<file path="config.mk">
export PLATFORM = sky130hd
export DESIGN_NAME = control_logic_flat
export DESIGN_NICKNAME = d
export VERILOG_FILES = /design/src/verilog/kpu_defines.svh /design/src/verilog/kpu_pkg.sv /design/src/verilog/kpu_ctrl_if.sv /design/src/verilog/control_logic.sv /design/src/flat_wrapper.sv
export SDC_FILE = /design/constraint.sdc
export NUM_CORES = 1
export LEC_CHECK = 0
export BUFFER_PORTS_ARGS = -buffer_cell sky130_fd_sc_hd__buf_2
export CORE_AREA = 3 3 40 42
export CTS_CLUSTER_DIAMETER = 120
export CTS_CLUSTER_SIZE = 10
export DETAILED_ROUTE_END_ITERATION = 12
export DIE_AREA = 0 0 43 45
export GPL_ROUTABILITY_DRIVEN = 0
export PLACE_DENSITY = 0.64
export SLEW_MARGIN = 10
export SYNTH_ARGS = -nofsm -noshare
export SYNTH_HDL_FRONTEND = slang
export SYNTH_SLANG_ARGS = --single-unit
</file>
<file path="constraint.sdc">
create_clock -name clk -period 1.3 [get_ports clk]
set_input_delay 0.065 -clock clk [delete_from_list [all_inputs] [get_ports clk]]
set_output_delay 0.065 -clock clk [all_outputs]
set_load 0.01 [all_outputs]
</file>
<file path="src/verilog/kpu_defines.svh">
`ifndef KPU_DEFINES_SVH
`define KPU_DEFINES_SVH

// Architectural register count
`define KPU_NUM_REGS 32

// Data memory size in 32-bit words
`define KPU_MEM_DEPTH 256

`endif

</file>
<file path="src/verilog/kpu_pkg.sv">
package kpu_pkg;

  typedef logic [31:0] word_t;
  typedef logic [4:0] reg_idx_t;
  typedef logic [15:0] imm_t;

  // Flag vector, z in bit 2, c in bit 1, n in bit 0
  typedef logic [2:0] flags_t;

  // Unlisted encodings are no-ops
  typedef enum logic [5:0] {
    OP_LDI = 6'h01,
    OP_ADD = 6'h02,
    OP_SUB = 6'h03,
    OP_AND = 6'h04,
    OP_OR  = 6'h05,
    OP_XOR = 6'h06,
    OP_SHL = 6'h07,
    OP_SHR = 6'h08,
    OP_SRA = 6'h09,
    OP_LD  = 6'h0a,
    OP_ST  = 6'h0b,
    OP_OUT = 6'h0c
  } opcode_e;

  typedef enum logic [2:0] {
    MLU_ADD, MLU_SUB, MLU_AND, MLU_OR, MLU_XOR, MLU_SHL, MLU_SHR, MLU_SRA
  } mlu_op_e;

  typedef enum logic [2:0] {
    BUS_NONE, BUS_INSTR, BUS_REG, BUS_TMP0, BUS_MLU, BUS_MEM, BUS_IMM
  } bus_src_e;

  typedef enum logic [1:0] {
    ST_IDLE, ST_STEP1, ST_STEP2, ST_STEP3
  } ctrl_state_e;

endpackage

</file>
<file path="src/verilog/kpu_ctrl_if.sv">
`timescale 1ns/1ps

interface kpu_ctrl_if;
  import kpu_pkg::*;

  // Out plane and in plane
  bus_src_e bus_src;
  logic reg_sel;  // 0 picks src0, 1 picks src1
  logic reg_we;
  logic tmp0_we;
  logic tmp1_we;
  logic opword_we;
  logic mem_we;
  mlu_op_e mlu_op;
  logic out_valid;

  // Decoded opword fields
  opcode_e opcode;
  reg_idx_t src0;
  reg_idx_t src1;

  modport control (
    output bus_src, reg_sel, reg_we, tmp0_we, tmp1_we, opword_we, mem_we, mlu_op, out_valid,
    input opcode, src0, src1
  );

  modport datapath (
    input bus_src, reg_sel, reg_we, tmp0_we, tmp1_we, opword_we, mem_we, mlu_op,
    output opcode, src0, src1
  );

endinterface

</file>
<file path="src/verilog/control_logic.sv">
`timescale 1ns/1ps

module control_logic (
  input logic clk,
  input logic rst_n,
  input logic instr_valid,
  output logic ready,
  kpu_ctrl_if.control ctrl
);
  import kpu_pkg::*;

  ctrl_state_e state;
  ctrl_state_e state_next;
  logic [1:0] steps;

  // Micro-steps each opcode needs after the accept cycle
  always_comb begin
    case (ctrl.opcode)
      OP_LDI, OP_OUT: steps = 2'd1;
      OP_LD, OP_ST: steps = 2'd2;
      OP_ADD, OP_SUB, OP_AND, OP_OR, OP_XOR, OP_SHL, OP_SHR, OP_SRA: steps = 2'd3;
      default: steps = 2'd0;
    endcase
  end

  always_comb begin
    case (ctrl.opcode)
      OP_SUB: ctrl.mlu_op = MLU_SUB;
      OP_AND: ctrl.mlu_op = MLU_AND;
      OP_OR: ctrl.mlu_op = MLU_OR;
      OP_XOR: ctrl.mlu_op = MLU_XOR;
      OP_SHL: ctrl.mlu_op = MLU_SHL;
      OP_SHR: ctrl.mlu_op = MLU_SHR;
      OP_SRA: ctrl.mlu_op = MLU_SRA;
      default: ctrl.mlu_op = MLU_ADD;
    endcase
  end

  always_comb begin
    state_next = state;
    case (state)
      // Unknown opcodes are swallowed in the accept cycle
      ST_IDLE: if (instr_valid && steps != 2'd0) state_next = ST_STEP1;
      ST_STEP1: state_next = (steps > 2'd1) ? ST_STEP2 : ST_IDLE;
      ST_STEP2: state_next = (steps > 2'd2) ? ST_STEP3 : ST_IDLE;
      default: state_next = ST_IDLE;
    endcase
  end

  always_ff @(posedge clk) begin
    if (!rst_n) begin
      state <= ST_IDLE;
    end else begin
      state <= state_next;
    end
  end

  assign ready = (state == ST_IDLE);

  // Opword latches the instruction on the accept edge
  assign ctrl.opword_we = (state == ST_IDLE) && instr_valid;

  // One bus source per step and the latch enables that go with it
  always_comb begin
    ctrl.bus_src = BUS_NONE;
    ctrl.reg_sel = 1'b0;
    ctrl.reg_we = 1'b0;
    ctrl.tmp0_we = 1'b0;
    ctrl.tmp1_we = 1'b0;
    ctrl.mem_we = 1'b0;
    ctrl.out_valid = 1'b0;
    case (state)
      ST_IDLE: begin
        if (instr_valid) begin
          ctrl.bus_src = BUS_INSTR;
        end
      end
      ST_STEP1: begin
        case (ctrl.opcode)
          OP_LDI: begin
            ctrl.bus_src = BUS_IMM;
            ctrl.reg_we = 1'b1;
          end
          OP_OUT: begin
            ctrl.bus_src = BUS_REG;
            ctrl.out_valid = 1'b1;
          end
          // LD, ST and MLU ops stage src0 in tmp0
          default: begin
            ctrl.bus_src = BUS_REG;
            ctrl.tmp0_we = 1'b1;
          end
        endcase
      end
      ST_STEP2: begin
        ctrl.reg_sel = 1'b1;
        case (ctrl.opcode)
          OP_LD: begin
            ctrl.bus_src = BUS_MEM;
            ctrl.reg_we = 1'b1;
          end
          OP_ST: begin
            ctrl.bus_src = BUS_REG;
            ctrl.mem_we = 1'b1;
          end
          default: begin
            ctrl.bus_src = BUS_REG;
            ctrl.tmp1_we = 1'b1;
          end
        endcase
      end
      default: begin
        // Writeback of the MLU result into src0
        ctrl.bus_src = BUS_MLU;
        ctrl.reg_we = 1'b1;
      end
    endcase
  end

endmodule

</file>
<file path="src/flat_wrapper.sv">
// flat-port wrapper written by rule: the top's interface ports become plain ports
module control_logic_flat import kpu_pkg::*;
  (clk, rst_n, instr_valid, ready, ctrl_bus_src, ctrl_reg_sel, ctrl_reg_we, ctrl_tmp0_we, ctrl_tmp1_we, ctrl_opword_we, ctrl_mem_we, ctrl_mlu_op, ctrl_out_valid, ctrl_opcode, ctrl_src0, ctrl_src1);
  kpu_ctrl_if ctrl_i ();
  input logic clk;
  input logic rst_n;
  input logic instr_valid;
  output logic ready;
  output wire logic [$bits(ctrl_i.bus_src)-1:0] ctrl_bus_src;
  output wire logic [$bits(ctrl_i.reg_sel)-1:0] ctrl_reg_sel;
  output wire logic [$bits(ctrl_i.reg_we)-1:0] ctrl_reg_we;
  output wire logic [$bits(ctrl_i.tmp0_we)-1:0] ctrl_tmp0_we;
  output wire logic [$bits(ctrl_i.tmp1_we)-1:0] ctrl_tmp1_we;
  output wire logic [$bits(ctrl_i.opword_we)-1:0] ctrl_opword_we;
  output wire logic [$bits(ctrl_i.mem_we)-1:0] ctrl_mem_we;
  output wire logic [$bits(ctrl_i.mlu_op)-1:0] ctrl_mlu_op;
  output wire logic [$bits(ctrl_i.out_valid)-1:0] ctrl_out_valid;
  input wire logic [$bits(ctrl_i.opcode)-1:0] ctrl_opcode;
  input wire logic [$bits(ctrl_i.src0)-1:0] ctrl_src0;
  input wire logic [$bits(ctrl_i.src1)-1:0] ctrl_src1;
  assign ctrl_bus_src = ctrl_i.bus_src;
  assign ctrl_reg_sel = ctrl_i.reg_sel;
  assign ctrl_reg_we = ctrl_i.reg_we;
  assign ctrl_tmp0_we = ctrl_i.tmp0_we;
  assign ctrl_tmp1_we = ctrl_i.tmp1_we;
  assign ctrl_opword_we = ctrl_i.opword_we;
  assign ctrl_mem_we = ctrl_i.mem_we;
  assign ctrl_mlu_op = ctrl_i.mlu_op;
  assign ctrl_out_valid = ctrl_i.out_valid;
  assign ctrl_i.opcode = ctrl_opcode;
  assign ctrl_i.src0 = ctrl_src0;
  assign ctrl_i.src1 = ctrl_src1;
  control_logic u_core (.clk(clk), .rst_n(rst_n), .instr_valid(instr_valid), .ready(ready), .ctrl(ctrl_i));
endmodule
</file>
==> flow_summary_export.csv, run 1 <==
group,metric,value,unit
outcome,status,"complete, no violations",
logic_synthesis,synth.distinct_cells,29,
power,power.density,604,nW/µm²
logic_synthesis,synth_fp_nets,74,
finish,area_growth,37.8,%
global_route,grt_usage,0.107,
power,p_switching,0.0937,mW
clock_network,postCtsResizedCells,0,
timing,skew,0.00163,ns
global_route,grt_pass1_vias,375,
clock_network,cts_buffer_depth,2,
drt,wirelength,998,µm
clock_network,cts-root-buf,"clkbuf_4",
timing,tightest_slew,0.257,ns
logic_synthesis,avgSynthCellArea,6.44,µm²
timing,slew_headroom,0.827,
floorplan,die_h,45,µm
power,combinationalPowerShare,0.304,
finish,n_antenna_cell,0,
finish,top_register,"u_core.state",
clock_network,cts_tree,"built",
drt,vias,446,
critical_path,cp-end-kind,"output port",
drt,drtIter0Drc,6,
global_route,grt_max_degree,13,
critical_path,crit_fanout,4,
logic_synthesis,ys_ff_latch,2,
floorplan,boundaryPins,33,
timing,slew_viol_final,0,
floorplan,die_x,43,µm
critical_path,ff2ff_path_depth,5,
clock_network,insertion_delay,0.23,ns
power,pwr-share-seq,0.217,
timing,whs,0.110,ns
drt,post_drt_via_cell_ratio,4.85,
drt,firstDrtPassIters,3,
drt,drc,0,
floorplan,core_area,1280,µm²
drt,wire_per_inst,10.8,µm
critical_path,cp_cell_sequence,"buf_4 > nand2b_1 > a21oi_1 > buf_2",
critical_path,path_class,"register to output port",
drt,antenna_left,0,
timing,period_needed,1.22,ns
logic_synthesis,yosys_warnings,0,
clock_network,cts.sinks,2,
timing,fmax,0.823,GHz
critical_path,crit_family,"flip-flops",
finish,fillers,136,
floorplan,rows,13,
floorplan,start_util,0.276,
finish,reg_top3,"u_core.state x2",
worst_hold_path,hp-class,"input port to register",
finish,largest_register_ffs,2,
clock_network,path_clk_slew,0.03,ns
timing,rsz0062_at_grt,"false",
run,maxCapViolCount,0,
logic_synthesis,synth_edf_count,0,
timing,setup_viol,0,
power,ir_worst_vdd,0.000162,V
logic_synthesis,synth.yosys.seq_area_share,0.113,
finish,final_util,0.380,
placement,dp_cells,89,
clock_network,post-cts-setup-buffers,0,
power,leakage,0.228,nW
critical_path,critPathRequiredTime,1.24,ns
finish,stdcell_count,92,
logic_synthesis,synthCells,55,
critical_path,slowest_delay,0.32,ns
power,switching_share,0.318,
clock_network,hold_buffers,0,
placement,hpwl,788,µm
global_route,grt_pass1_wl,1.59,mm
critical_path,slowest_stage,"dfxtp_1",
floorplan,die_area,1940,µm²
global_route,grt-ovfl-total,0,
power,internal-power,0.201,mW
timing,final.setup.tns,0,ns
finish,layout-drive-gt1-share,0.442,
global_route,antenna_found_initial,0,
power,p_clk_frac,0.478,
finish,final_nets,98,
clock_network,cts_buffers,3,
timing,post-route-period-util,0.935,
critical_path,cp.depth,4,
clock_network,htreeDepth,1,
timing,finalHoldViolations,0,
critical_path,cp-start-kind,"register",
critical_path,path_buf_inv,2,
worst_hold_path,hold_depth,3,
logic_synthesis,synthArstFlopShare,0,
placement,port_buffers,22,
logic_synthesis,synthFlopType,"dfxtp_1",
critical_path,arrival,1.15,ns
logic_synthesis,synth_area,354,µm²
-- power by group through the flow --
| stage | registers, mW | clock network (mW) | logic (mW) |
|---|---|---|---|
| after floorplan | 0.0645 | 0 | 0.0610 |
| after global placement | 0.0648 | 0 | 0.0877 |
| after detailed placement | 0.0648 | 0 | 0.0896 |
| after CTS | 0.0640 | 0.148 | 0.0900 |
| after global routing | 0.0641 | 0.155 | 0.100 |
| final | 0.0640 | 0.141 | 0.0896 |
-- metal layers --
| layer | global-route usage | vias to the layer above | part of all wire |
|---|---|---|---|
| met3 | 0.0279 | 2 | 0.080 |
| met2 | 0.165 | 18 | 0.42 |
| met4 | 0.0542 | 0 | 0.010 |
| li1 | - | 237 | - |
| met5 | 0 | - | 0 |
| met1 | 0.139 | 189 | 0.49 |
-- worst min-delay path, delay by kind of cell --
family	cells	cell delay, ns
AOI/OAI and AO/OA	1	0.05
buffers and inverters	1	0.11
and+or+nand+nor	1	0.06
-- path summary, 6_finish.rpt --
check	start	slack, ns	to
setup / recovery	u_core.state[1]$_SDFFE_PN0P_	0.08	ctrl_tmp0_we
hold reg to reg	u_core.state[0]$_SDFFE_PN0P_	0.64	u_core.state[1]$_SDFFE_PN0P_
setup reg to reg	u_core.state[0]$_SDFFE_PN0P_	0.18	u_core.state[0]$_SDFFE_PN0P_
hold / removal	rst_n	0.11	u_core.state[0]$_SDFFE_PN0P_
-- cells in the mapped netlist (2+ instances only) --
| master | n | area (µm²) |
|---|---|---|
| nand2_1 | 5 | 18.8 |
| nand3_1 | 4 | 20.0 |
| or3_1 | 2 | 12.5 |
| o21ai_1 | 3 | 15.0 |
| nand2_2 | 2 | 12.5 |
| a21oi_1 | 4 | 20.0 |
| nor3_1 | 2 | 10.0 |
| nor2_1 | 9 | 33.8 |
| o21ai_0 | 2 | 10.0 |
| buf_2 | 2 | 10.0 |
| dfxtp_1 | 2 | 40.0 |
-- layout by cell type (no fill, tap or decap) --
cell type   n
nand4_1     1
a211oi_1    1
nor2_2      1
and2_1      1
or3_1       2
nor4_4      1
clkinv_2    1
buf_2      22
and4_1      1
buf_4       2
o21ai_0     2
a31oi_1     1
nand2b_1    1
xnor2_1     1
nor3_1      2
dfxtp_1     2
nand2b_4    1
clkbuf_4    3
mux2i_1     1
a21oi_1     4
or2_4       1
nand2_1     5
nor2b_1     1
nand2_2     2
nand3_1     4
o21ai_1     3
nand3b_1    1
nor2_1      9
-- area by class of cell --
cell class	instances	area, µm²	area share
Tap cell	15	18.8	0.0385
Multi-Input combinational cell	47	277	0.567
Timing Repair Buffer	24	125	0.256
Clock buffer	3	22.5	0.0462
Inverter	1	5.00	0.0103
Sequential cell	2	40.0	0.0821
-- per-stage QoR --
step	instance area, µm²	power (mW)	setup slack, ns
after detailed placement	465	0.154	0.183
final	488	0.294	0.0847
after CTS	488	0.302	0.0619
after floorplan	354	0.126	0.223
after global placement	465	0.153	0.185
after global routing	488	0.319	0.000741
-- cells by family (layout without fill, tap and decap cells) --
| family | after synthesis | count (layout) | share of synthesized area |
|---|---|---|---|
| and+or+nand+nor | 34 | 34 | 0.562 |
| AOI/OAI and AO/OA | 11 | 11 | 0.166 |
| buffers and inverters | 6 | 28 | 0.106 |
| DFF | 2 | 2 | 0.113 |
| xor gates and xnor gates | 1 | 1 | 0.0247 |
| muxes | 1 | 1 | 0.0283 |
(Power assumes the default switching activity.)
==> run 2: changes to the inputs <==
--- a/config.mk
+++ b/config.mk
@@ -12,8 +12,11 @@
 export DETAILED_ROUTE_END_ITERATION = 12
 export DIE_AREA = 0 0 43 45
 export GPL_ROUTABILITY_DRIVEN = 0
+export HOLD_SLACK_MARGIN = 0.15
 export PLACE_DENSITY = 0.64
+export REMOVE_ABC_BUFFERS = 1
 export SLEW_MARGIN = 10
 export SYNTH_ARGS = -nofsm -noshare
 export SYNTH_HDL_FRONTEND = slang
 export SYNTH_SLANG_ARGS = --single-unit
+export TNS_END_PERCENT = 100
==> run 2 against run 1 <==
Combinational power rose by 5.8%. Routed wire length rose by 3.9%. Utilization rose by 1.9 points. Clock skew fell by 0.00053 ns. Final cell count rose by 2.2%. Cell area rose by 5.1%. Register-to-register slack improved by 0.04 ns. Critical path type unchanged. Critical endpoint is now ctrl_reg_we.
==> flow_summary_export.csv, run 2 (synthesis gave the netlist of run 1 again) <==
group,metric,value,unit
timing,skew,0.00109,ns
timing,slew_headroom,0.825,
timing,tightest_slew,0.261,ns
placement,place_area,473,µm²
critical_path,cp-start-kind,"register",
critical_path,crit_family,"flip-flops",
critical_path,rrSetupSlack,0.22,ns
timing,fmax,0.823,GHz
finish,reg_top3,"u_core.state x2",
power,leakage,0.239,nW
finish,multi_input_area,284,µm²
critical_path,path_buf_inv,2,
clock_network,cts_buffer_depth,2,
timing,slew_viol_final,0,
finish,largest_register_ffs,2,
placement,port_buffers,22,
clock_network,path_clk_slew,0.03,ns
finish,n_antenna_cell,0,
drt,wire_per_inst,11.0,µm
critical_path,ff2ff_path_depth,5,
timing,period_needed,1.22,ns
drt,drc,0,
timing,finalHoldViolations,0,
clock_network,htreeDepth,1,
global_route,grt_max_degree,13,
finish,seq_area,40.0,µm²
finish,fillers,144,
finish,layout-drive-gt1-share,0.456,
floorplan,core_area,1280,µm²
outcome,status,"complete, no violations",
critical_path,slowest_delay,0.32,ns
timing,rsz0062_at_grt,"false",
finish,layout_common_cells,"buf_2 (22), nor2_1 (9), nand2_1 (5), a21oi_1 (4), nand3_1 (4)",
drt,wirelength,1.04,mm
timing,fin_ws,0.0844,ns
critical_path,cp.depth,5,
drt,antenna_left,0,
finish,top_register,"u_core.state",
critical_path,arrival,1.15,ns
global_route,antenna_found_initial,0,
drt,drtIter0Drc,9,
worst_hold_path,hold_depth,4,
timing,post-route-period-util,0.935,
clock_network,cts-root-buf,"clkbuf_4",
run,maxCapViolCount,0,
placement,pre_cts_ws,0.173,ns
global_route,grt_pass1_wl,1.73,mm
global_route,grt_pass1_vias,404,
critical_path,crit_fanout,5,
power,power.density,586,nW/µm²
global_route,grt_usage,0.121,
timing,setup_viol,0,
finish,final_common_cell,"buf_2",
finish,design_area,513,µm²
placement,hpwl,802,µm
floorplan,die_x,43,µm
drt,post_drt_via_cell_ratio,4.70,
floorplan,die_h,45,µm
floorplan,start_util,0.276,
critical_path,cp-end-kind,"output port",
critical_path,cp_cell_sequence,"buf_4 > nor2b_1 > nand4_1 > nand2_1 > buf_2",
clock_network,cts_buffers,3,
floorplan,boundaryPins,33,
clock_network,insertion_delay,0.23,ns
global_route,grt-ovfl-total,0,
drt,firstDrtPassIters,4,
floorplan,die_area,1940,µm²
floorplan,rows,13,
worst_hold_path,hp-class,"input port to register",
clock_network,cts.sinks,2,
timing,final.setup.tns,0,ns
finish,area_growth,44.9,%
clock_network,cts_tree,"built",
drt,vias,442,
power,ir_worst_vdd,0.000186,V
critical_path,path_class,"register to output port",
critical_path,slowest_stage,"dfxtp_1",
critical_path,critPathRequiredTime,1.24,ns
finish,final_nets,100,
timing,whs,0.165,ns
run 2: cell types whose count changed in the layout (fill, tap and decap cells not counted), sizes merged:
| cell | delta |
|---|---|
| buf | +1 |
| dlygate4sd3 | +1 |
run 2: power breakdown:
group	switching (mW)	total (mW)	leakage [nW]	internal, mW
Clock	0.0403	0.142	0.0138	0.102
Combinational	0.0555	0.0948	0.209	0.0393
Sequential	0.000550	0.0633	0.0162	0.0628
run 2: path summary, 6_finish.rpt:
| path | start | end |
|---|---|---|
| setup reg to reg | u_core.state[0]$_SDFFE_PN0P_ | u_core.state[0]$_SDFFE_PN0P_ |
| hold / removal | ctrl_opcode[4] | u_core.state[1]$_SDFFE_PN0P_ |
| setup / recovery | u_core.state[0]$_SDFFE_PN0P_ | ctrl_reg_we |
| hold reg to reg | u_core.state[0]$_SDFFE_PN0P_ | u_core.state[1]$_SDFFE_PN0P_ |
run 2: per-stage QoR:
step | total power, mW | cells | utilization
3_3_place_gp | 0.154 | 90 | 0.368
5_1_grt | 0.328 | 94 | 0.399
2_1_floorplan | 0.107 | 50 | -
3_5_place_dp | 0.155 | 90 | 0.368
6_report | 0.301 | 94 | 0.399
4_1_cts | 0.305 | 94 | 0.393
run 2: cell type report:
class                           count  share of cell area
Clock buffer                        3              0.0439
Timing Repair Buffer               26               0.278
Multi-Input combinational cell     47               0.554
Inverter                            1             0.00976
Tap cell                           15              0.0366
Sequential cell                     2              0.0780
run 2: what timing repair did:
action	4_1_cts	5_1_grt
endpoints found under the hold margin	2	0
endpoints found under the setup margin	0	2
setup buffers	0	0
hold buffers	1	0
resized for setup	0	1
run 2: per-layer routing:
metal | part of all wire | up-vias | GRT usage
li1 | - | 239 | -
met1 | 0.50 | 183 | 0.160
met2 | 0.41 | 18 | 0.174
met3 | 0.071 | 2 | 0.0359
met4 | 0.017 | 0 | 0.0723
met5 | 0 | - | 0
run 2: worst register-to-register path, delay by kind of cell, from the launching register on:
family,cells,cell delay [ns]
buffers and inverters,1,0.06
DFF,1,0.30
and+or+nand+nor,3,0.50
AOI/OAI and AO/OA,1,0.14
==> run 3: changes to the inputs <==
--- a/config.mk
+++ b/config.mk
@@ -5,7 +5,7 @@
 export SDC_FILE = /design/constraint.sdc
 export NUM_CORES = 1
 export LEC_CHECK = 0
-export BUFFER_PORTS_ARGS = -buffer_cell sky130_fd_sc_hd__buf_2
+export BUFFER_PORTS_ARGS = -buffer_cell sky130_fd_sc_hd__buf_4
 export CORE_AREA = 3 3 40 42
 export CTS_CLUSTER_DIAMETER = 120
 export CTS_CLUSTER_SIZE = 10
==> constraint.sdc (replaced) <==
create_clock -name clk -period 1.36 [get_ports clk]
set_input_delay 0.068 -clock clk [delete_from_list [all_inputs] [get_ports clk]]
set_output_delay 0.068 -clock clk [all_outputs]
set_load 0.01 [all_outputs]
==> run 3 against run 2 <==
Critical path depth shrank 1. Cell area grew 7.8%. Critical path type unchanged. Largest cell class unchanged. Routed wire length shrank 3.1%. Sequential share of layout area shrank 0.57 points.
==> flow_summary_export.csv, run 3 (synthesis gave the netlist of run 1 again) <==
group,metric,value,unit
drt,wl_met2,463,µm
timing,rsz0062_at_grt,"false",
worst_hold_path,hp-start,"ctrl_opcode[4]",
drt,drc,0,
critical_path,crit_family,"flip-flops",
power,pwr-share-seq,0.212,
run,maxCapViolCount,0,
finish,area_growth,56.2,%
floorplan,die_area,1940,µm²
outcome,status,"complete, no violations",
finish,n_antenna_cell,0,
drt,wirelength,1.01,mm
clock_network,htreeDepth,1,
timing,final.setup.tns,0,ns
power,finalPower,0.289,mW
timing,finalHoldViolations,0,
clock_network,cts_buffers,3,
placement,pre_cts_ws,0.184,ns
critical_path,cp-end-kind,"output port",
worst_hold_path,hp-class,"input port to register",
power,p_clk_frac,0.443,
floorplan,die_x,43,µm
finish,final_common_cell,"buf_4",
critical_path,arrival,1.17,ns
global_route,grt_pass1_vias,410,
floorplan,boundaryPins,33,
clock_network,path_clk_slew,0.03,ns
critical_path,rrSetupSlack,0.18,ns
drt,drtIter0Drc,11,
worst_hold_path,hold_path_end,"u_core.state[1]$_SDFFE_PN0P_",
clock_network,cts_tree,"built",
drt,wire_per_inst,10.8,µm
drt,wl_met1,414,µm
global_route,grt_pass1_wl,1.77,mm
global_route,grt_usage,0.123,
global_route,grt-ovfl-total,0,
critical_path,cp_cell_sequence,"buf_4 > nand2b_1 > a21oi_1 > buf_4",
timing,fin_ws,0.125,ns
finish,layout_common_cells,"buf_4 (24), nor2_1 (9), nand2_1 (5), a21oi_1 (4), nand3_1 (4)",
placement,place_area,520,µm²
clock_network,hold_buffers,1,
power,switching_share,0.291,
finish,final_nets,99,
timing,period_needed,1.24,ns
critical_path,path_buf_inv,2,
drt,wl_met3,104,µm
critical_path,path_class,"register to output port",
power,leakage,0.241,nW
timing,slew_viol_final,0,
power,combinationalPowerShare,0.345,
critical_path,critPathRequiredTime,1.29,ns
floorplan,die_h,45,µm
power,ir_worst_vdd,0.000189,V
finish,design_area,553,µm²
timing,fmax,0.810,GHz
critical_path,crit_top_cell,"buf_4",
floorplan,core_area,1280,µm²
clock_network,cts.sinks,2,
critical_path,ff2ff_path_depth,5,
critical_path,r2r-end,"u_core.state[0]$_SDFFE_PN0P_",
clock_network,postCtsResizedCells,0,
timing,whs,0.162,ns
clock_network,post-cts-setup-buffers,0,
floorplan,rows,13,
critical_path,slowest_delay,0.32,ns
drt,vias,460,
timing,skew,0.0000336,ns
power,power.density,523,nW/µm²
finish,fillers,151,
finish,top_register,"u_core.state",
finish,layout-drive-gt1-share,0.436,
finish,largest_register_ffs,2,
clock_network,cts_buffer_depth,2,
critical_path,slowest_stage,"dfxtp_1",
clock_network,cts-root-buf,"clkbuf_4",
critical_path,timing.rr.start,"u_core.state[0]$_SDFFE_PN0P_",
clock_network,insertion_delay,0.22,ns
drt,antenna_left,0,
drt,post_drt_via_cell_ratio,4.95,
power,p_switching,0.0841,mW
timing,tightest_slew,0.254,ns
drt,firstDrtPassIters,4,
critical_path,crit_fanout,4,
worst_hold_path,hold_depth,4,
global_route,grt_max_degree,13,
placement,hpwl,821,µm
timing,setup_viol,0,
power,internal-power,0.205,mW
global_route,antenna_found_initial,0,
timing,slew_headroom,0.829,
floorplan,start_util,0.276,
drt,top_layer,"met4",
critical_path,cp-start-kind,"register",
placement,port_buffers,22,
timing,post-route-period-util,0.908,
finish,reg_top3,"u_core.state x2",
## run 3: metal layers
layer	track usage	vias up
li1	-	236
met1	0.148	202
met2	0.189	19
met3	0.0438	3
met4	0.0723	0
met5	0	-
## run 3: worst max path at each step
stage	start	endpoint	slack, ns	depth (start not counted)
after floorplan	u_core.state[1]$_SDFFE_PN0P_	u_core.state[0]$_SDFFE_PN0P_	0.28	5
after global placement	u_core.state[0]$_SDFFE_PN0P_	u_core.state[0]$_SDFFE_PN0P_	0.24	5
after detailed placement	u_core.state[0]$_SDFFE_PN0P_	u_core.state[0]$_SDFFE_PN0P_	0.18	5
after CTS	u_core.state[1]$_SDFFE_PN0P_	ctrl_tmp0_we	0.10	4
after global routing	u_core.state[0]$_SDFFE_PN0P_	u_core.state[0]$_SDFFE_PN0P_	0.06	5
final	u_core.state[1]$_SDFFE_PN0P_	ctrl_tmp0_we	0.12	4
## run 3: stage by stage
step                utilization  cells
floorplan                     -     50
global placement          0.405     89
detailed placement        0.405     89
CTS                       0.430     93
global route              0.430     93
finish                    0.430     93
## run 3: power by group through the flow
stage,Combinational (mW),Clock (mW),Sequential (mW)
floorplan,0.0405,0,0.0617
global placement,0.0964,0,0.0619
detailed placement,0.0975,0,0.0621
CTS,0.100,0.135,0.0614
global route,0.112,0.140,0.0615
finish,0.0997,0.128,0.0613
## run 3: area by class of cell
type / count / area (µm²) / share of cell area
Inverter: 1 / 5.00 / 0.00905
Sequential cell: 2 / 40.0 / 0.0724
Timing Repair Buffer: 25 / 190 / 0.344
Clock buffer: 3 / 22.5 / 0.0407
Multi-Input combinational cell: 47 / 277 / 0.500
Tap cell: 15 / 18.8 / 0.0339
## run 3: tightest hold or removal path, stage by stage
cell and delay (ns):
buf_4 0.09, nor2_2 0.04, nand3_1 0.09, a211oi_1 0.05
